$ cat src/logic/rv_mem_cfg.svh
`ifndef RV_MEM_CFG_SVH
`define RV_MEM_CFG_SVH

// data and address width
`define XLEN 32

// data RAM depth in words, indexed by the address bits above bit 1
`define RAM_WORDS 1024

// cycles the RAM keeps ready low after it accepts a command
`define RAM_BUSY 2

// cycles from an accepted read to its rdata_valid pulse
`define RAM_READ_LAT 3

`endif

$ cat src/logic/rv_mem_pkg.sv
package rv_mem_pkg;

    // ~~~~~~~~~~~~~~~~~~~~
    // memory operation of an instruction
    // ~~~~~~~~~~~~~~~~~~~~
    typedef enum logic [3:0] {
        MEM_NONE = 4'd0,
        MEM_LB   = 4'd1,
        MEM_LBU  = 4'd2,
        MEM_LH   = 4'd3,
        MEM_LHU  = 4'd4,
        MEM_LW   = 4'd5,
        MEM_SB   = 4'd6,
        MEM_SH   = 4'd7,
        MEM_SW   = 4'd8
    } mem_op_t;

    // ~~~~~~~~~~~~~~~~~~~~
    // writeback source
    // ~~~~~~~~~~~~~~~~~~~~
    typedef enum logic [1:0] {
        WB_NONE = 2'd0,
        WB_ALU  = 2'd1,
        WB_MEM  = 2'd2,
        WB_PC   = 2'd3    // pc plus 4, the link value of a jump
    } wb_sel_t;

    function automatic logic is_store(mem_op_t op);
        return op inside {MEM_SB, MEM_SH, MEM_SW};
    endfunction

    // anything that reads memory, whatever its width or extension
    function automatic logic is_load(mem_op_t op);
        return op inside {MEM_LB, MEM_LBU, MEM_LH, MEM_LHU, MEM_LW};
    endfunction

endpackage

$ cat src/logic/writeback_stage.sv
`timescale 1ns/1ps
`include "rv_mem_cfg.svh"

module writeback_stage (
    input  logic                 wb_rf_wen,
    input  rv_mem_pkg::wb_sel_t  wb_sel,
    input  logic [4:0]           wb_addr,
    input  logic [`XLEN-1:0]     wb_pc,
    input  logic [`XLEN-1:0]     wb_read_data,
    input  logic [`XLEN-1:0]     wb_alu_out,
    input  logic                 wb_br_flg,
    input  logic [`XLEN-1:0]     wb_br_target,
    input  logic                 wb_jmp_flg,

    output logic                 rf_we,
    output logic [4:0]           rf_waddr,
    output logic [`XLEN-1:0]     rf_wdata,
    output logic                 redirect,
    output logic                 branch_hazard,
    output logic [`XLEN-1:0]     redirect_pc
);
    import rv_mem_pkg::*;

    logic [`XLEN-1:0] link_pc;

    // ~~~~~~~~~~~~~~~~~~~~
    // register file write
    // ~~~~~~~~~~~~~~~~~~~~
    assign link_pc  = wb_pc + `XLEN'd4;
    assign rf_we    = wb_rf_wen && (wb_addr != 5'd0);    // x0 is never written
    assign rf_waddr = wb_addr;

    always_comb begin
        case (wb_sel)
            WB_ALU:  rf_wdata = wb_alu_out;
            WB_MEM:  rf_wdata = wb_read_data;
            WB_PC:   rf_wdata = link_pc;
            default: rf_wdata = '0;
        endcase
    end

    // ~~~~~~~~~~~~~~~~~~~~
    // control redirect
    // ~~~~~~~~~~~~~~~~~~~~
    // a jump computes its target in the ALU, a branch carries its own
    assign redirect      = wb_br_flg | wb_jmp_flg;
    assign branch_hazard = redirect;
    assign redirect_pc   = wb_br_flg ? wb_br_target : wb_alu_out;

endmodule

$ cat config.mk
export PLATFORM = sky130hd
export DESIGN_NAME = writeback_stage
export DESIGN_NICKNAME = d
export VERILOG_FILES = /design/src/logic/rv_mem_pkg.sv /design/src/logic/writeback_stage.sv
export VERILOG_INCLUDE_DIRS = /design/src /design/src/logic
export SDC_FILE = /design/constraint.sdc
export NUM_CORES = 1
export LEC_CHECK = 0
export BUFFER_PORTS_ARGS = -buffer_cell sky130_fd_sc_hd__buf_2
export CAP_MARGIN = 25
export CORE_UTILIZATION = 25
export DETAILED_ROUTE_END_ITERATION = 7
export PLACE_DENSITY = 0.64
export SYNTH_ARGS = -nofsm -noshare
export SYNTH_HDL_FRONTEND = slang
export SYNTH_SLANG_ARGS = --single-unit
$ cat constraint.sdc
create_clock -name vclk -period 6.6
set_input_delay 1.65 -clock vclk [all_inputs]
set_output_delay 1.65 -clock vclk [all_outputs]
set_load 0.01 [all_outputs]
# [After elaboration in Yosys (flattened, before gate mapping)]
# Index checks and enable logic that the tools add are counted.
# Widths: inputs -> output; s select.
[classes] reduce_logical=2 add_sub_neg=1 n_eq_ne=3 bitwise_logic=1 n_mux=2
[op_table] op="$pmux 32 s3" n=1
[op_table] op="$add 32x3->32 const B" n=1
[op_table] op="$mux 32" n=1
[op_table] op="$reduce_bool 5->1" n=1
[op_table] op="$eq 2x2->1 const B" n=2
[op_table] op="$eq 2x1->1 const B" n=1
[op_table] op="$logic_and 1x1->1" n=1
[op_table] op="$or 1x1->1" n=1
[totals] register_bits=0 wordCells=9 inputBits=138

# [Depth between registers and ports, before layout]
[logic_depth] word_depth=2 mapped_depth=7 ltp_nobuf=6

# [Worst setup path before layout]
# OpenSTA, ideal clock, no wires.
[synth_path] kind="input to output" start="in wb_pc[2]" end="out rf_wdata[24]" setup_slack_ps=1853 arrival_ps=3097 path_stages=7 path_buffers=1 cell_sequence="ha_1 > and4_2 > nor3b_1 > buf_2 > nand4_1 > xor2_1 > o21ai_0"
[synth_between] elab_chain_cells=2
[synth_lines] element="from (decl)" line_no="writeback_stage.sv:8" rtl="input logic [`XLEN-1:0] wb_pc,"
[synth_lines] element="$add 32x3->32" line_no="writeback_stage.sv:29" rtl="assign link_pc = wb_pc + `XLEN'd4;"
[synth_lines] element="$pmux 32 s3" line_no="writeback_stage.sv:34" rtl="case (wb_sel)"
[synth_lines] element="to (decl)" line_no="writeback_stage.sv:17" rtl="output logic [`XLEN-1:0] rf_wdata,"
# No other way between the ends.

# [Final worst setup path]
# Ends and elaborated chain as after synthesis.

==> insert_results.sql <==
INSERT INTO impl_metrics (metric_group, metric, value, unit) VALUES
('cells_and_area', 'clockBufferCount', '0', ''),
('synth', 'ys_seq_area_share', '0', '%'),
('min_path', 'worst_hold_path.endpoint', 'rf_waddr[0]', ''),
('synth', 'synth_fp_nets', '357', ''),
('die', 'floorplan.rows', '28', ''),
('cells_and_area', 'fillers', '619', ''),
('critical_path', 'worst-path-max-fanout', '12', ''),
('sta', 'max-slew-margin-rel', '40.0', '%'),
('die', 'fp.dieH', '80.9', 'um'),
('die', 'ioPinCount', '210', ''),
('cells_and_area', 'antenna_cells', '0', ''),
('placed_design', 'gpl.final_weighted_congestion', '0.776', ''),
('synth', 'synth.most_common_cell', 'mux2_2', ''),
('cells_and_area', 'instances_no_fill', '482', ''),
('synth', 'synth_cells', '218', ''),
('synth', 'post_synth.cell_area_avg', '7.14', 'um2'),
('cells_and_area', 'sequential_cell_total', '0', ''),
('min_path', 'hold_path.class', 'primary input to output pin', ''),
('die', 'floorplan_die_area', '6550', 'um2'),
('sta', 'rsz0062_at_grt', 'no', ''),
('sta', 'setup_total_negative_slack', '0', 'ns'),
('sta', 'finalHoldWorstSlack', '3.50', 'ns'),
('sta', 'tightest_slew', '0.896', 'ns'),
('synth', 'synthesis.yosys.warnings', '0', ''),
('power', 'vdd_drop_max', '36.4', 'uV'),
('synth', 'ys_top_cells_by_count', 'mux2_2, o21ai_0, a22oi_1, xor2_1, clkbuf_1', ''),
('route', 'first_iter_violations', '71', ''),
('global_routing', 'grt.overflow.total', '0', ''),
('route', 'detailroute.via_count', '2453', ''),
('die', 'dieWidth', '80.9', 'um'),
('placed_design', 'post_detail_place_hpwl', '5370', 'um'),
('job', 'cap_viol_max_count', '0', ''),
('synth', 'synth.lib_cells_used.distinct', '36', ''),
('cells_and_area', 'layout_nets', '548', ''),
('sta', 'final_min_period_over_clock_period', '80.7', '%'),
('global_routing', 'initial_antenna_violation_count', '0', ''),
('global_routing', 'grt_pass1_wl', '9690', 'um'),
('synth', 'synth_largest_type_area_fraction', '23.9', '%'),
('critical_path', 'cp-start-kind', 'primary input', ''),
('synth', 'yosys-top-cells-area', 'mux2_2, xor2_1, a22oi_1, o21ai_0, nand3_1', ''),
('min_path', 'min_path_cells', '2', ''),
('clocking', 'cts_setup_buffers', '0', ''),
('global_routing', 'grt_pass1_vias', '2136', ''),
('global_routing', 'gr-usage-all-layers', '18.5', '%'),
('route', 'viasPerCell', '5.09', ''),
('sta', 'maxClockFrequency', '188', 'MHz'),
('critical_path', 'type_of_element_capturing_the_critical_path', 'output pin', ''),
('clocking', 'post_cts_resize_count', '0', ''),
('synth', 'mappedNetlistArea', '1560', 'um2'),
('route', 'drc_errors_left', '0', ''),
('route', 'drt_wl_total', '6700', 'um'),
('placed_design', 'placedCellCount', '482', ''),
('placed_design', 'port-buffer-count', '210', ''),
('outcome', 'outcome', 'finished, final reports clean', ''),
('power', 'power_per_cell_area', '66.1', 'nW/um2'),
('critical_path', 'criticalPathCategory', 'primary input to output pin', ''),
('critical_path', 'worst_ep_arrival_time', '3.68', 'ns'),
('global_routing', 'largest_net_degree_at_the_start_of_global_routing', '36', ''),
('die', 'floorplan.core_area', '5960', 'um2'),
('sta', 'hold_viol_final', '0', ''),
('sta', 'setup_viol', '0', ''),
('route', 'final_antenna_net_count', '0', ''),
('route', 'routed_wire_per_std_cell', '13.9', 'um'),
('synth', 'yosysTopAreaCell', 'mux2_2', ''),
('cells_and_area', 'seqCellArea', '0', 'um2'),
('sta', 'finalCriticalPeriod', '5.33', 'ns'),
('route', 'drt_first_pass_iters', '4', ''),
('power', 'total_leakage_power', '1.35', 'nW'),
('die', 'start_util', '26.1', '%'),
('cells_and_area', 'footprint_of_the_multi_input_gates', '1440', 'um2'),
('cells_and_area', 'area_growth', '68.2', '%'),
('min_path', 'min_from', 'wb_addr[0]', ''),
('critical_path', 'cp_data_required_time', '4.95', 'ns'),
('clocking', 'hold_fix_buffers_cts', '0', ''),
('cells_and_area', 'layout-drive-gt1-share', '63.1', '%'),
('sta', 'max_slew_violations', '0', '');
## metal layers
metal | wire, um | part of all wire [%] | track usage [%] | up-vias
met5 | 0 | 0 | 0 | -
li1 | - | - | - | 1205
met4 | 27 | 0.40 | 1.61 | 0
met2 | 3460 | 52 | 36.3 | 147
met1 | 2610 | 39 | 21.8 | 1097
met3 | 604 | 9.0 | 2.02 | 4
## critical path, cell delays in order
cell and delay, ns:
buf_2 0.12, ha_1 0.21, and4_2 0.27, nor3b_2 0.74
nand4_1 0.20, xor2_1 0.18, o21ai_0 0.14, buf_2 0.17
## worst max-delay path by stage
| stage | from | endpoint | slack [ns] | cells after the start |
|---|---|---|---|---|
| floorplan | wb_pc[2] | rf_wdata[24] | 1.85 | 7 |
| global placement | wb_pc[2] | rf_wdata[24] | 1.27 | 8 |
| detailed placement | wb_pc[2] | rf_wdata[30] | 1.25 | 8 |
| CTS | wb_pc[2] | rf_wdata[30] | 1.24 | 8 |
| global route | wb_pc[2] | rf_wdata[24] | 1.01 | 8 |
| finish | wb_pc[2] | rf_wdata[24] | 1.27 | 8 |
## final cells by class
cell class | instances | area share [%]
multi-input cells | 191 | 55.0
repair buffers | 213 | 41.0
well taps | 75 | 3.59
inverters | 3 | 0.430
## cell usage in the layout (no fill, tap or decap), drive strengths merged, types with 2 or more instances in the layout
| cell type | n |
|---|---|
| a21o | 3 |
| a21oi | 8 |
| a22o | 7 |
| a22oi | 20 |
| and3 | 3 |
| and4 | 4 |
| buf | 213 |
| inv | 3 |
| mux2 | 33 |
| nand2 | 11 |
| nand3 | 16 |
| nand4 | 10 |
| nor2 | 7 |
| nor2b | 2 |
| o21a | 2 |
| o21ai | 28 |
| or2 | 2 |
| or4 | 2 |
| xnor2 | 4 |
| xor2 | 20 |
## through the flow
stage	util, %	worst slack (ns)	area, um2	power, mW
2_1_floorplan	-	1.85	1560	0.0848
3_3_place_gp	43.9	1.27	2620	0.172
3_5_place_dp	43.9	1.25	2620	0.174
4_1_cts	43.9	1.24	2620	0.175
5_1_grt	43.9	1.01	2620	0.191
6_report	43.9	1.27	2620	0.173
## logic make-up (layout without fill, tap and decap cells)
family                     after synthesis  after routing  share of synthesized area, %
muxes                                   34             34                          24.5
buffers and inverters                   27            216                          8.04
adders and majority gates                1              1                         0.804
and+or+nand+nor                         62             62                          24.7
xor gates and xnor gates                24             24                          13.5
AOI/OAI and AO/OA                       70             70                          28.5
## power by group
| group | total [mW] | switching, mW | internal (mW) |
|---|---|---|---|
| registers | 0 | 0 | 0 |
| logic | 0.173 | 0.0859 | 0.0872 |
| clock network | 0 | 0 | 0 |
| total | 0.173 | 0.0859 | 0.0872 |
Note: power is estimated with default switching activity, not from simulation.
