==> config.mk <==
export PLATFORM = sky130hd
export DESIGN_NAME = mem_stage
export DESIGN_NICKNAME = d
export VERILOG_FILES = /design/src/logic/rv_mem_pkg.sv /design/src/logic/mem_stage.sv
export VERILOG_INCLUDE_DIRS = /design/src /design/src/logic
export SDC_FILE = /design/constraint.sdc
export NUM_CORES = 1
export LEC_CHECK = 0
export BUFFER_PORTS_ARGS = -buffer_cell sky130_fd_sc_hd__buf_2
export CAP_MARGIN = 20
export CORE_ASPECT_RATIO = 0.5
export CORE_MARGIN = 2
export CORE_UTILIZATION = 35
export DETAILED_ROUTE_END_ITERATION = 8
export SLEW_MARGIN = 25
export SYNTH_ARGS = -nofsm -noshare
export SYNTH_HDL_FRONTEND = slang
export SYNTH_SLANG_ARGS = --single-unit
export TNS_END_PERCENT = 5
==> constraint.sdc <==
create_clock -name clk -period 13.5 [get_ports clk]
set_clock_uncertainty 0.15 [all_clocks]
set_input_delay 2.025 -clock clk [delete_from_list [all_inputs] [get_ports clk]]
set_output_delay 2.025 -clock clk [all_outputs]
set_load 0.005 [all_outputs]
==> src/logic/rv_mem_cfg.svh <==
`ifndef RV_MEM_CFG_SVH
`define RV_MEM_CFG_SVH

// data and address width
`define XLEN 32

// data RAM depth in words, indexed by the address bits above bit 1
`define RAM_WORDS 1024

// cycles the RAM keeps ready low after it accepts a command
`define RAM_BUSY 2

// cycles from an accepted read to its rdata_valid pulse
`define RAM_READ_LAT 3

`endif

==> src/logic/rv_mem_pkg.sv <==
package rv_mem_pkg;

    // ~~~~~~~~~~~~~~~~~~~~
    // memory operation of an instruction
    // ~~~~~~~~~~~~~~~~~~~~
    typedef enum logic [3:0] {
        MEM_NONE = 4'd0,
        MEM_LB   = 4'd1,
        MEM_LBU  = 4'd2,
        MEM_LH   = 4'd3,
        MEM_LHU  = 4'd4,
        MEM_LW   = 4'd5,
        MEM_SB   = 4'd6,
        MEM_SH   = 4'd7,
        MEM_SW   = 4'd8
    } mem_op_t;

    // ~~~~~~~~~~~~~~~~~~~~
    // writeback source
    // ~~~~~~~~~~~~~~~~~~~~
    typedef enum logic [1:0] {
        WB_NONE = 2'd0,
        WB_ALU  = 2'd1,
        WB_MEM  = 2'd2,
        WB_PC   = 2'd3    // pc plus 4, the link value of a jump
    } wb_sel_t;

    function automatic logic is_store(mem_op_t op);
        return op inside {MEM_SB, MEM_SH, MEM_SW};
    endfunction

    // anything that reads memory, whatever its width or extension
    function automatic logic is_load(mem_op_t op);
        return op inside {MEM_LB, MEM_LBU, MEM_LH, MEM_LHU, MEM_LW};
    endfunction

endpackage

==> src/logic/mem_stage.sv <==
`timescale 1ns/1ps
`include "rv_mem_cfg.svh"

module mem_stage (
    input  logic                 clk,
    input  logic                 rst_n,
    input  logic                 branch_hazard,

    input  logic [`XLEN-1:0]     in_pc,
    input  logic [`XLEN-1:0]     in_rs2_data,
    input  logic [`XLEN-1:0]     in_alu_out,
    input  logic                 in_br_flg,
    input  logic [`XLEN-1:0]     in_br_target,
    input  rv_mem_pkg::mem_op_t  in_mem_op,
    input  logic                 in_rf_wen,
    input  rv_mem_pkg::wb_sel_t  in_wb_sel,
    input  logic [4:0]           in_wb_addr,
    input  logic                 in_jmp_flg,
    output logic                 stall,

    output logic [`XLEN-1:0]     wb_pc,
    output logic [`XLEN-1:0]     wb_read_data,
    output logic [`XLEN-1:0]     wb_alu_out,
    output logic                 wb_br_flg,
    output logic [`XLEN-1:0]     wb_br_target,
    output logic                 wb_rf_wen,
    output rv_mem_pkg::wb_sel_t  wb_sel,
    output logic [4:0]           wb_addr,
    output logic                 wb_jmp_flg,

    output logic                 cmd_start,
    output logic                 cmd_write,
    input  logic                 cmd_ready,
    output logic [`XLEN-1:0]     mem_addr,
    output logic [`XLEN-1:0]     mem_wdata,
    output logic [`XLEN-1:0]     mem_wmask,
    input  logic [`XLEN-1:0]     rdata,
    input  logic                 rdata_valid
);
    import rv_mem_pkg::*;

    localparam logic [1:0] S_IDLE       = 2'd0;
    localparam logic [1:0] S_WAIT_READY = 2'd1;
    localparam logic [1:0] S_WAIT_RDATA = 2'd2;

    logic [1:0]         state;
    logic [1:0]         state_nxt;

    // the instruction as seen after a possible flush
    mem_op_t            cur_op;
    logic               cur_rf_wen;
    logic               cur_br_flg;
    logic               cur_jmp_flg;
    logic               cur_store;
    logic               cur_load;

    // copy of the instruction taken when the stage leaves idle
    logic [`XLEN-1:0]   save_pc;
    logic [`XLEN-1:0]   save_rs2_data;
    logic [`XLEN-1:0]   save_alu_out;
    logic               save_br_flg;
    logic [`XLEN-1:0]   save_br_target;
    mem_op_t            save_op;
    logic               save_rf_wen;
    wb_sel_t            save_wb_sel;
    logic [4:0]         save_wb_addr;
    logic               save_jmp_flg;
    logic               save_store;

    logic               done_cur;
    logic               done_save;
    logic [`XLEN-1:0]   load_data;

    function automatic logic [`XLEN-1:0] wmask_of(mem_op_t op);
        case (op)
            MEM_SB:  return {{(`XLEN-8){1'b0}}, 8'hff};
            MEM_SH:  return {{(`XLEN-16){1'b0}}, 16'hffff};
            default: return '1;
        endcase
    endfunction

    assign cur_op      = branch_hazard ? MEM_NONE : in_mem_op;
    assign cur_rf_wen  = in_rf_wen  & ~branch_hazard;
    assign cur_br_flg  = in_br_flg  & ~branch_hazard;
    assign cur_jmp_flg = in_jmp_flg & ~branch_hazard;
    assign cur_store   = is_store(cur_op);
    assign cur_load    = is_load(cur_op);
    assign save_store  = is_store(save_op);

    // ~~~~~~~~~~~~~~~~~~~~
    // completion and stall
    // ~~~~~~~~~~~~~~~~~~~~
    // a store finishes the cycle the RAM takes it, a load only when its data is back
    assign done_cur  = (state == S_IDLE) && (!(cur_store || cur_load) || (cur_store && cmd_ready));
    assign done_save = ((state == S_WAIT_READY) && save_store && cmd_ready) ||
                       ((state == S_WAIT_RDATA) && rdata_valid);
    assign stall     = ~(done_cur | done_save);

    always_comb begin
        state_nxt = state;
        case (state)
            S_IDLE: begin
                if (cur_load)
                    state_nxt = cmd_ready ? S_WAIT_RDATA : S_WAIT_READY;
                else if (cur_store && !cmd_ready)
                    state_nxt = S_WAIT_READY;
            end
            S_WAIT_READY: begin
                if (cmd_ready)
                    state_nxt = save_store ? S_IDLE : S_WAIT_RDATA;
            end
            S_WAIT_RDATA: begin
                if (rdata_valid)
                    state_nxt = S_IDLE;
            end
            default: state_nxt = S_IDLE;
        endcase
    end

    always_ff @(posedge clk or negedge rst_n) begin
        if (!rst_n)
            state <= S_IDLE;
        else
            state <= state_nxt;
    end

    always_ff @(posedge clk) begin
        if (state == S_IDLE && !done_cur) begin
            save_pc        <= in_pc;
            save_rs2_data  <= in_rs2_data;
            save_alu_out   <= in_alu_out;
            save_br_flg    <= cur_br_flg;
            save_br_target <= in_br_target;
            save_op        <= cur_op;
            save_rf_wen    <= cur_rf_wen;
            save_wb_sel    <= in_wb_sel;
            save_wb_addr   <= in_wb_addr;
            save_jmp_flg   <= cur_jmp_flg;
        end
    end

    // ~~~~~~~~~~~~~~~~~~~~
    // command port
    // ~~~~~~~~~~~~~~~~~~~~
    always_comb begin
        cmd_start = 1'b0;
        cmd_write = 1'b0;
        case (state)
            S_IDLE: begin
                cmd_start = cur_store | cur_load;
                cmd_write = cur_store;
            end
            S_WAIT_READY: begin
                cmd_start = 1'b1;    // held until the RAM takes it
                cmd_write = save_store;
            end
            default: ;
        endcase
    end

    assign mem_addr  = (state == S_IDLE) ? in_alu_out  : save_alu_out;
    assign mem_wdata = (state == S_IDLE) ? in_rs2_data : save_rs2_data;
    assign mem_wmask = (state == S_IDLE) ? wmask_of(cur_op) : wmask_of(save_op);

    // sub-word data sits in the low lanes
    always_comb begin
        case (save_op)
            MEM_LB:  load_data = {{(`XLEN-8){rdata[7]}}, rdata[7:0]};
            MEM_LBU: load_data = {{(`XLEN-8){1'b0}}, rdata[7:0]};
            MEM_LH:  load_data = {{(`XLEN-16){rdata[15]}}, rdata[15:0]};
            MEM_LHU: load_data = {{(`XLEN-16){1'b0}}, rdata[15:0]};
            default: load_data = rdata;
        endcase
    end

    // ~~~~~~~~~~~~~~~~~~~~
    // writeback registers
    // ~~~~~~~~~~~~~~~~~~~~
    always_ff @(posedge clk or negedge rst_n) begin
        if (!rst_n) begin
            wb_rf_wen  <= 1'b0;
            wb_br_flg  <= 1'b0;
            wb_jmp_flg <= 1'b0;
            wb_sel     <= WB_NONE;
        end else if (done_cur) begin
            wb_rf_wen  <= cur_rf_wen;
            wb_br_flg  <= cur_br_flg;
            wb_jmp_flg <= cur_jmp_flg;
            wb_sel     <= in_wb_sel;
        end else if (done_save) begin
            wb_rf_wen  <= save_rf_wen;
            wb_br_flg  <= save_br_flg;
            wb_jmp_flg <= save_jmp_flg;
            wb_sel     <= save_wb_sel;
        end else begin
            wb_rf_wen  <= 1'b0;    // nothing finished, pass a bubble on
            wb_br_flg  <= 1'b0;
            wb_jmp_flg <= 1'b0;
            wb_sel     <= WB_NONE;
        end
    end

    always_ff @(posedge clk) begin
        wb_read_data <= load_data;
        if (done_cur) begin
            wb_pc        <= in_pc;
            wb_alu_out   <= in_alu_out;
            wb_br_target <= in_br_target;
            wb_addr      <= in_wb_addr;
        end else begin
            wb_pc        <= save_pc;
            wb_alu_out   <= save_alu_out;
            wb_br_target <= save_br_target;
            wb_addr      <= save_wb_addr;
        end
    end

endmodule

# == After elaboration in Yosys (flattened, before gate mapping) ==
# Index checks and enable logic that the tools add are counted.
# totals
reg_bits,282
output_inout_bits,237
elab_cells,93
# classes
n_eq_ne,20
mux,28
n_bitwise,7
reduce_logical,18
# ops
op,n
2-to-1 mux 32 bit,6
one-hot mux 32 bit (2 select lines),2
one-hot mux 32 bit (4 select lines),1
"equality test 4 x 3 -> 1 bit, second input constant",7
"equality test 4 x 2 -> 1 bit, second input constant",4
2-to-1 mux 2 bit,8
"equality test 4 x 1 -> 1 bit, second input constant",2
"equality test 4 bit, second input constant",2
logical AND 1 bit,7
2-to-1 mux 1 bit,6
one-hot mux 2 bit (3 select lines),1
nonzero test 3 bit,2
2-to-1 mux 5 bit,1
nonzero test 5 bit,1
2-to-1 mux 4 bit,1
"!= test 2 bit, second input constant",2
one-hot mux 1 bit (2 select lines),2
AND 1 bit,3
zero test 1 bit,3
logical OR 1 bit,3
"!= test 3 x 2 -> 1 bit, second input constant",1
AND reduction 3 bit,1
"equality test 2 x 1 -> 1 bit, second input constant",1
"equality test 2 bit, second input constant",1
3 further kinds,5

# == Depth between registers and ports, before layout ==
# Gate-level depths: netlist (run 1).
# depth
depth_word,9
ltp_mapped,6

# == Worst setup path after synthesis (run 1) ==
# No wires, ideal clock.
# synth_path
path_type,input to register
start,input port in_mem_op[0]
end,"register save_alu_out[0], enable pin"
setup_ns,0.690
arrival_time_ns,9.776
path_slack_ns,2.884
stages,3
n_path_buf,0
cell_sequence,or4b_4 -> a211o_1 -> a21oi_1
# synth_between
elab_chain_cells,9
word_cells_on_any_way,18
# synth_rtl
element,line,source
"start, declared",mem_stage.sv:14,"input rv_mem_pkg::mem_op_t in_mem_op,"
2-to-1 mux 4 bit (*),mem_stage.sv:82,assign cur_op = branch_hazard ? MEM_NONE : in_mem_op;
equality test 4 x 1 -> 1 bit (tied with other cells),rv_mem_pkg.sv:34,"return op inside {MEM_LB, MEM_LBU, MEM_LH, MEM_LHU, MEM_LW};"
nonzero test 5 bit or nonzero test 3 bit (tied branches),"rv_mem_pkg.sv:34, rv_mem_pkg.sv:29",
logical OR 1 bit,mem_stage.sv:94,assign done_cur = (state == S_IDLE) && (!(cur_store || cur_load) || (cur_store && cmd_ready));
zero test 1 bit,mem_stage.sv:94,
logical OR 1 bit (*),mem_stage.sv:94,
logical AND 1 bit (*),mem_stage.sv:94,
zero test 1 bit (*),mem_stage.sv:128,if (state == S_IDLE && !done_cur) begin
logical AND 1 bit (*),mem_stage.sv:128,
"end signal, assigned",mem_stage.sv:131,save_alu_out <= in_alu_out;
"end, declared",mem_stage.sv:60,logic [`XLEN-1:0] save_alu_out;
# Every way passes the cells marked *; elsewhere a longest branch is shown, timed or not.
# A chain may end at the register's enable or synchronous reset.

# == Worst setup path after layout (run 1) ==
# layout_path
start,input port in_mem_op[1]
end,output port stall
# layout_between
elab_chain_cells,9
word_cells_on_any_way,18
# layout_rtl
element,line,source
2-to-1 mux 4 bit (*),mem_stage.sv:82,
equality test 4 x 1 -> 1 bit (tied with other cells),rv_mem_pkg.sv:34,
nonzero test 5 bit or nonzero test 3 bit (tied branches),"rv_mem_pkg.sv:34, rv_mem_pkg.sv:29",
logical OR 1 bit,mem_stage.sv:94,
zero test 1 bit,mem_stage.sv:94,
logical OR 1 bit (*),mem_stage.sv:94,
logical AND 1 bit (*),mem_stage.sv:94,
OR 1 bit (*),mem_stage.sv:97,assign stall = ~(done_cur | done_save);
NOT 1 bit (*),mem_stage.sv:97,
"end, declared",mem_stage.sv:19,"output logic stall,"
# Marked as above.

==> results of run 1 <==
[synthesized netlist by cell type (2+ instances only)]
cell type / count
a21o_1: 24
nor2_1: 7
clkbuf_1: 15
dfrtp_1: 7
nand2b_1: 3
inv_1: 2
mux2_2: 9
nor2b_1: 6
buf_12: 7
a22o_1: 5
nor3_1: 3
o2bb2ai_1: 32
a21oi_1: 5
buf_4: 34
buf_2: 3
nand2_1: 198
nand3b_1: 3
edfxtp_1: 142
buf_1: 5
mux2_4: 60
dfxtp_1: 133
[per-layer routing]
metal,global-route usage (%),routed length (µm)
met5,0,0
met4,4.663,683
met3,2.456,889
met2,29.30,13550
met1,20.88,10930
[layout make-up]
cell class                 instances  area (µm²)  share of cell area, %
clock buffer                      36       782.0                  5.918
multi-input combinational        382        2624                  19.86
inverter                           2       7.507                0.05681
antenna                            2       5.005                0.03788
clock inverter                    12       115.1                 0.8711
sequential                       282        7102                  53.74
tap                              391       489.2                  3.702
timing repair buffer             414        2090                  15.81
[power by group through the flow]
stage,combinational (mW),sequential [mW],clock [mW]
after floorplan,0.549,1.21,0
after global routing,0.993,1.18,0.818
after detailed placement,0.930,1.18,0
after global placement,0.917,1.17,0
after CTS,0.932,1.16,0.783
final,0.914,1.16,0.757
[registers in the layout, indices dropped and copies added (netlist names), 4 cells and up]
name and cells:
wb_read_data 32, save_br_target 32, wb_addr 5, wb_alu_out 32
save_pc 32, wb_br_target 32, wb_pc 32, save_rs2_data 32
save_wb_addr 5, save_alu_out 32, save_op 4
[cells by family after synthesis]
group | after synthesis | synth area share, %
DFF | 282 | 69.94
AOI/OAI and AO/OA | 77 | 6.099
muxes | 70 | 9.968
buffers and inverters | 66 | 4.854
other | 1 | 0.03693
xor gates and xnor gates | 1 | 0.08627
and+or+nand+nor | 226 | 9.019
[path summary, 6_finish.rpt]
path                              start   endpoint
setup / recovery           in_mem_op[1]      stall
hold reg to reg             save_pc[29]  wb_pc[29]
setup reg to reg               state[0]  wb_pc[19]
min in group asynchronous         rst_n  wb_rf_wen
hold / removal              save_pc[29]  wb_pc[29]
max in group asynchronous         rst_n  wb_br_flg
[stage by stage]
| stage | setup slack [ns] | total power [mW] | util, % | cell area [µm²] | cells |
|---|---|---|---|---|---|
| floorplan | 2.884 | 1.755 | - | 10180 | 730 |
| global placement | 7.674 | 2.092 | 42.72 | 12300 | 1471 |
| detailed placement | 7.653 | 2.109 | 42.75 | 12310 | 1471 |
| CTS | 7.659 | 2.877 | 45.86 | 13210 | 1519 |
| global route | 7.609 | 2.990 | 45.89 | 13210 | 1521 |
| finish | 7.659 | 2.831 | 45.89 | 13210 | 1521 |
==> out/metrics.cfg, run 1 <==
[status]
outcome=completed

[timing]
fin_crit_sh_pct=43.27
final_hold_viol_count=0
fin_crit_ns=5.841
slew_headroom_pct=30.44
fmax_mhz=171.2
rsz0062_at_grt=no
maxSlewViolCount=0
fin_setup_tns_ns=0
finalSetupViolations=0
tightest_slew_ns=1.043
whs_ns=0.3061

[drt]
routedWlPerCell_um=17.13
routed_via_density=4.467
drc=0
wl_mm=26.06
drt-pass1-iter-count=4
num_vias=6795
drt_iter0_markers=290
antenna_left=0

[setup_path]
cp_slowest_cell=or4b_4
cp_data_arrival_time_ns=3.67
worst_path_most_repeated_cell=buf_2
path_max_fanout=8
cp-end-kind=output port
r2r_slack_ns=9.68
cpLargestDelayFamily=simple AND/OR/NAND/NOR gates
crit_type=in2out
cp.depth=6
start_kind=primary input
worstPathRequired_ns=11.32
max_stage_delay_ns=0.52
critPathBufInv=2
cp_cell_sequence=buf_2 > or4b_4 > a211o_1 > and3_1 > nor2_1 > buf_2
worstRegToRegCells=5

[pwr]
clkPwrFrac_pct=26.7
p_leak_nw=6.118
p_int_mw=1.953
p_comb_share_pct=32.3
power_density_mw_per_mm2=214.2
switchingPower_uw=877.8
pwr-share-seq_pct=41.0
swShare_pct=31.01
vdd_ir_drop_max_uv=109.0

[die]
start_util_pct=35.27
rows=44
ios=416
core-area_mm2=0.02879
die_width_um=244.9
fp.dieH_um=124.4
die_area_mm2=0.03048

[global_routing]
grt-ovfl-total=0
grt_pass1_wl_mm=39.54
grt_usage_pct=16.50
grt_start_max_net_pins=66
antenna_found_initial=2
grt_pass1_vias=6789

[clock_network]
cts_num_sinks=282
clock_path_buffers=3
clock_latency_ns=0.54
cts_resized=0
cts_tree=yes
cts_setup_buffers=0
cts-root-buf=clkbuf_16
cts.clk_slew.worst_paths_ns=0.07
cts_htree_levels=1
cts_buffers=26
cts_hold_buffers=0

[synthesis]
synth_top_cell_area_share_pct=41.99
synth_edf_count=142
seq_area_frac_synth_pct=69.94
avgSynthCellArea_um2=14.05
synth_area_leaders=edfxtp_1, dfxtp_1, mux2_4
yosysWarnings=0
async_flop_share_pct=2.482
synth_top_cell_by_area=edfxtp_1
synth_ff_type=edfxtp_1
ys_types=41
synth_cells=723
synth.cell_area_mm2=0.01015
synth-seq-cells=282

[place]
io_buffer_count=407
gp_congestion=0.8201
dpl.hpwl_mm=18.74

[hold_path]
hp-class=reg2reg
hold_depth=1

[layout]
drive_gt1_share_pct=47.34
nets=1287
layout_commonest_cell=buf_2
fillers=2699
layout_common_cells=buf_2, nand2_1, edfxtp_1
syn_to_final_growth_pct=30.13

[run]
max_cap_viol_count=0

Note: power is estimated with default switching activity, not from simulation.
==> inputs of run 2 (changes only) <==
ABC_AREA = 1   (was unset)
clock period = 5.05 ns   (was 13.5 ns; I/O delays follow)
==> out/metrics.cfg, run 2 <==
[drt]
antenna_left=0
wl_mm=27.22
drt_iter0_markers=389
drc=0
num_vias=7657
drt-pass1-iter-count=5
routedWlPerCell_um=15.63
routed_via_density=4.396

[setup_path]
cpLargestDelayFamily=buffers and inverters
cp_cell_sequence=nor2_4 > buf_4 > buf_4 > nand2_1 > o21ai_0 > buf_2
max_stage_delay_ns=0.54
start_kind=register
worst_path_most_repeated_cell=buf_4
r2r_start=state[1]
critPathBufInv=3
worstPathRequired_ns=4.14
path_max_fanout=56
cp_slowest_cell=buf_4
cp_data_arrival_time_ns=2.68
critPathLaunch=state[1]
cp-end-kind=output port
crit_type=reg2out

[hold_path]
hp-class=in2reg
min_from=rdata[5]

[clock_network]
cts_htree_levels=1
cts_hold_buffers=1
cts_buffers=27
clock_path_buffers=3
cts_setup_buffers=0
cts_num_sinks=282
clock_latency_ns=0.53
cts.clk_slew.worst_paths_ns=0.07
cts_resized=0
cts-root-buf=clkbuf_16
cts_tree=yes

[synthesis]
synth-seq-cells=282
synth_top_cell_area_share_pct=42.53
avgSynthCellArea_um2=10.51
synth_cells=954
synth_top_cells_by_count=nand2_1, edfxtp_1, dfxtp_1, o21ai_0, inv_1
synth_edf_count=142
synth_area_leaders=edfxtp_1, dfxtp_1, nand2_1
synth_top_cell_by_area=edfxtp_1
synth.cell_area_mm2=0.01003
ys_types=28
seq_area_frac_synth_pct=70.83
synth_ff_type=edfxtp_1
async_flop_share_pct=2.482
yosysWarnings=0
synthMostInstantiatedCell=nand2_1

[run]
max_cap_viol_count=0

[layout]
fin_util_pct=46.89
drive_gt1_share_pct=35.08
layout_common_cells=nand2_1, buf_2, edfxtp_1
syn_to_final_growth_pct=30.58
nets=1515
fillers=2698

[global_routing]
grt_pass1_wl_mm=39.28
grt-ovfl-total=0
antenna_found_initial=2
grt_pass1_vias=7247
grt_usage_pct=16.78
grt_start_max_net_pins=80

[die]
die_width_um=243.4
start_util_pct=35.91
die_area_mm2=0.03010
ios=416
core-area_mm2=0.02792
rows=43
fp.dieH_um=123.7

[timing]
finalSetupViolations=0
tightest_slew_ns=0.8544
rsz0062_at_grt=no
fin_setup_tns_ns=0
slew_headroom_pct=43.04
fin_crit_sh_pct=71.12
maxSlewViolCount=0
fmax_mhz=278.4
fin_crit_ns=3.592
final_hold_viol_count=0

[status]
outcome=completed

[place]
dpl.hpwl_mm=19.61
gp_congestion=0.9067
io_buffer_count=407

[pwr]
p_leak_nw=6.394
power_density_mw_per_mm2=589.2
total_power_mw=7.715
vdd_ir_drop_max_uv=273.5

-- run 2: changes by cell type after synthesis, sizes merged, moves of 6 or more --
cell     change
a21o        -24
buf          +9
inv         +57
mux2        -69
nand2      +224
nand3       +24
nor2b        -6
o21ai       +73
o2bb2ai     -32
-- run 2: cell families (layout without fill, tap and decap cells) --
| group | Yosys count | after routing | share of synthesized area [%] |
|---|---|---|---|
| other | 1 | 11 | 0.03740 |
| flip-flops | 282 | 282 | 70.83 |
| AND/OR/NAND/NOR | 462 | 462 | 18.31 |
| AO/OA/AOI/OAI | 82 | 82 | 4.205 |
| buffers and inverters | 127 | 523 | 6.626 |
-- run 2: metal layers --
layer  vias up  part of all wire (%)  routed length (µm)  GRT usage, %
li1       3788                     -                   -             -
met1      3672                    40               11020         19.88
met2       150                    54               14640         31.41
met3        47                   3.1                 846         2.715
met4         0                   2.6                 714         5.637
met5         -                     0                   0             0
-- run 2: where the power goes --
group / total [mW] / switching (mW) / internal [mW]
sequential: 3.26 / 0.190 / 3.07
clock: 1.98 / 0.852 / 1.12
combinational: 2.48 / 1.56 / 0.914
total: 7.72 / 2.61 / 5.11
-- run 2: metrics by stage --
step / std cells / area, µm² / hold WS [ns] / worst slack [ns]
2_1_floorplan: 961 / 10060 / 0.2689 / 0.8528
5_1_grt: 1740 / 13090 / 0.1366 / 1.175
6_report: 1742 / 13090 / 0.1671 / 1.458
3_3_place_gp: 1688 / 12200 / 0.2732 / 2.043
3_5_place_dp: 1688 / 12200 / 0.2774 / 1.988
4_1_cts: 1739 / 13080 / 0.1337 / 1.410
-- run 2: final timing paths --
check	end	slack, ns	cells past startpoint
worst max-delay path	mem_addr[15]	1.46	6
worst min-delay path	wb_read_data[5]	0.17	1
worst max register to register	wb_br_target[27]	2.09	6
worst min register to register	wb_pc[12]	0.29	2
max in group asynchronous	state[0]	4.10	2
min in group asynchronous	wb_sel[1]	0.47	2
-- run 2: area by class of cell --
| type | count | area [µm²] | area share [%] |
|---|---|---|---|
| diodes | 3 | 7.507 | 0.05733 |
| flip-flops and latches | 282 | 7102 | 54.24 |
| clock buffers | 42 | 824.5 | 6.297 |
| multi-input cells | 552 | 2310 | 17.64 |
| well taps | 382 | 478.0 | 3.650 |
| inverters | 59 | 221.5 | 1.691 |
| clock inverters | 8 | 42.54 | 0.3249 |
| repair buffers | 414 | 2108 | 16.10 |
==> inputs of run 3 (changes only) <==
clock period = 3.18 ns   (was 5.05 ns; I/O delays follow)
==> out/metrics.cfg, run 3 (same netlist as run 2, synthesis figures left out) <==
[status]
outcome=completed

[layout]
regArea_mm2=0.007102
n_antenna_cell=0
stdcell_area_mm2=0.01462
multi_input_area_mm2=0.002338
drive_gt1_share_pct=31.98
syn_to_final_growth_pct=45.81
fillers=2474
layout_commonest_cell=buf_2
nets=1663
layout_common_cells=buf_2, nand2_1, dlygate4sd3_1

[clock_network]
cts_htree_levels=1
cts-root-buf=clkbuf_16
clock_path_buffers=3
clock_latency_ns=0.53
cts_hold_buffers=146
cts_tree=yes
cts_num_sinks=282
cts_resized=0
cts.clk_slew.worst_paths_ns=0.07
cts_buffers=26
cts_setup_buffers=0

[place]
pre_cts_slack_ns=0.7832
io_buffer_count=407
gp_congestion=0.8313
dpl.hpwl_mm=19.11
dpl-instance-area_mm2=0.01230

[die]
fp.dieH_um=123.7
core-area_mm2=0.02792
die_width_um=243.4
start_util_pct=35.91
ios=416
rows=43
die_area_mm2=0.03010

[global_routing]
grt_pass1_vias=7840
grt-ovfl-total=0
grt_usage_pct=17.52
grt_pass1_wl_mm=41.83
antenna_found_initial=0
grt_start_max_net_pins=101

[run]
max_cap_viol_count=0

[hold_path]
hp-class=in2reg

[drt]
antenna_left=0
drt_iter0_markers=617
num_vias=8248
drc=0
wl_mm=28.61
drt-pass1-iter-count=5
routedWlPerCell_um=15.17
routed_via_density=4.373

[setup_path]
worstPathRequired_ns=2.55
max_stage_delay_ns=0.47
critPathBufInv=2
path_max_fanout=100
cp_data_arrival_time_ns=2.19
cp-end-kind=output port
cpLargestDelayFamily=buffers and inverters
cp_cell_sequence=nor2_4 > buf_12 > o21a_1 > buf_2
start_kind=register
cp_slowest_cell=o21a_1
crit_type=reg2out

[timing]
fmax_mhz=355.5
fin_crit_sh_pct=88.47
fin_crit_ns=2.813
maxSlewViolCount=0
finalWorstSetupSlack_ns=0.3667
whs_ns=0.02592
final_hold_viol_count=0
slew_headroom_pct=41.46
finalSetupViolations=0
tightest_slew_ns=0.8768
rsz0062_at_grt=no

[pwr]
power_density_mw_per_mm2=848.5
vdd_ir_drop_max_uv=836.8
p_leak_nw=7.017

## run 3: cell types whose count changed in the layout (fill, tap and decap cells not counted), moves of 2 or more
cell / before / now
buf_12: 1 / 4
clkinvlp_4: 0 / 2
diode_2: 3 / 0
dlygate4sd3_1: 1 / 148
## run 3: power by group
part / leakage, nW / internal, mW / switching [mW] / total (mW)
clock: 0.410 / 1.71 / 1.35 / 3.06
combinational: 4.07 / 1.62 / 2.57 / 4.19
sequential: 2.53 / 4.87 / 0.289 / 5.16
## run 3: worst paths after layout
check                                   start               end  slack (ns)  depth (start not counted)
max                                  state[1]     mem_wmask[21]        0.37                          4
min                                 rdata[31]  wb_read_data[31]        0.03                          3
max reg2reg                          state[1]    wb_alu_out[19]        0.86                          6
min reg2reg                save_br_target[26]  wb_br_target[26]        0.29                          2
max in group asynchronous               rst_n         wb_sel[0]        2.52                          2
min in group asynchronous               rst_n          state[0]        0.19                          2
## run 3: per-layer routing
layer  vias up  GRT usage, %  part of all wire (%)
met3        50         3.254                   3.7
li1       4079             -                     -
met5         -             0                     0
met2       193         31.98                    53
met1      3926         21.26                    41
met4         0         5.483                   2.8
## run 3: worst reg2reg max path: cells and delay by family (launching register included)
kind / cells / cell delay, ns
simple gates: 3 / 0.75
buf+inv: 2 / 0.74
flops: 1 / 0.45
compound gates: 1 / 0.13
## run 3: final cells by class
class                   count  area share (%)
clock buffers              39           5.349
multi-input cells         552           15.99
flip-flops and latches    282           48.57
inverters                  59           1.626
well taps                 382           3.269
repair buffers            563           24.82
clock inverters             9          0.3680
## run 3: per-stage QoR
stage / setup TNS (ns) / total power [mW] / utilization (%) / std cells
after global placement: 0 / 9.263 / 44.05 / 1690
after floorplan: -95.68 / 7.413 / - / 961
after CTS: 0 / 12.55 / 52.27 / 1884
final: 0 / 12.40 / 52.36 / 1886
after detailed placement: 0 / 9.312 / 44.05 / 1690
after global routing: 0 / 13.22 / 52.36 / 1886
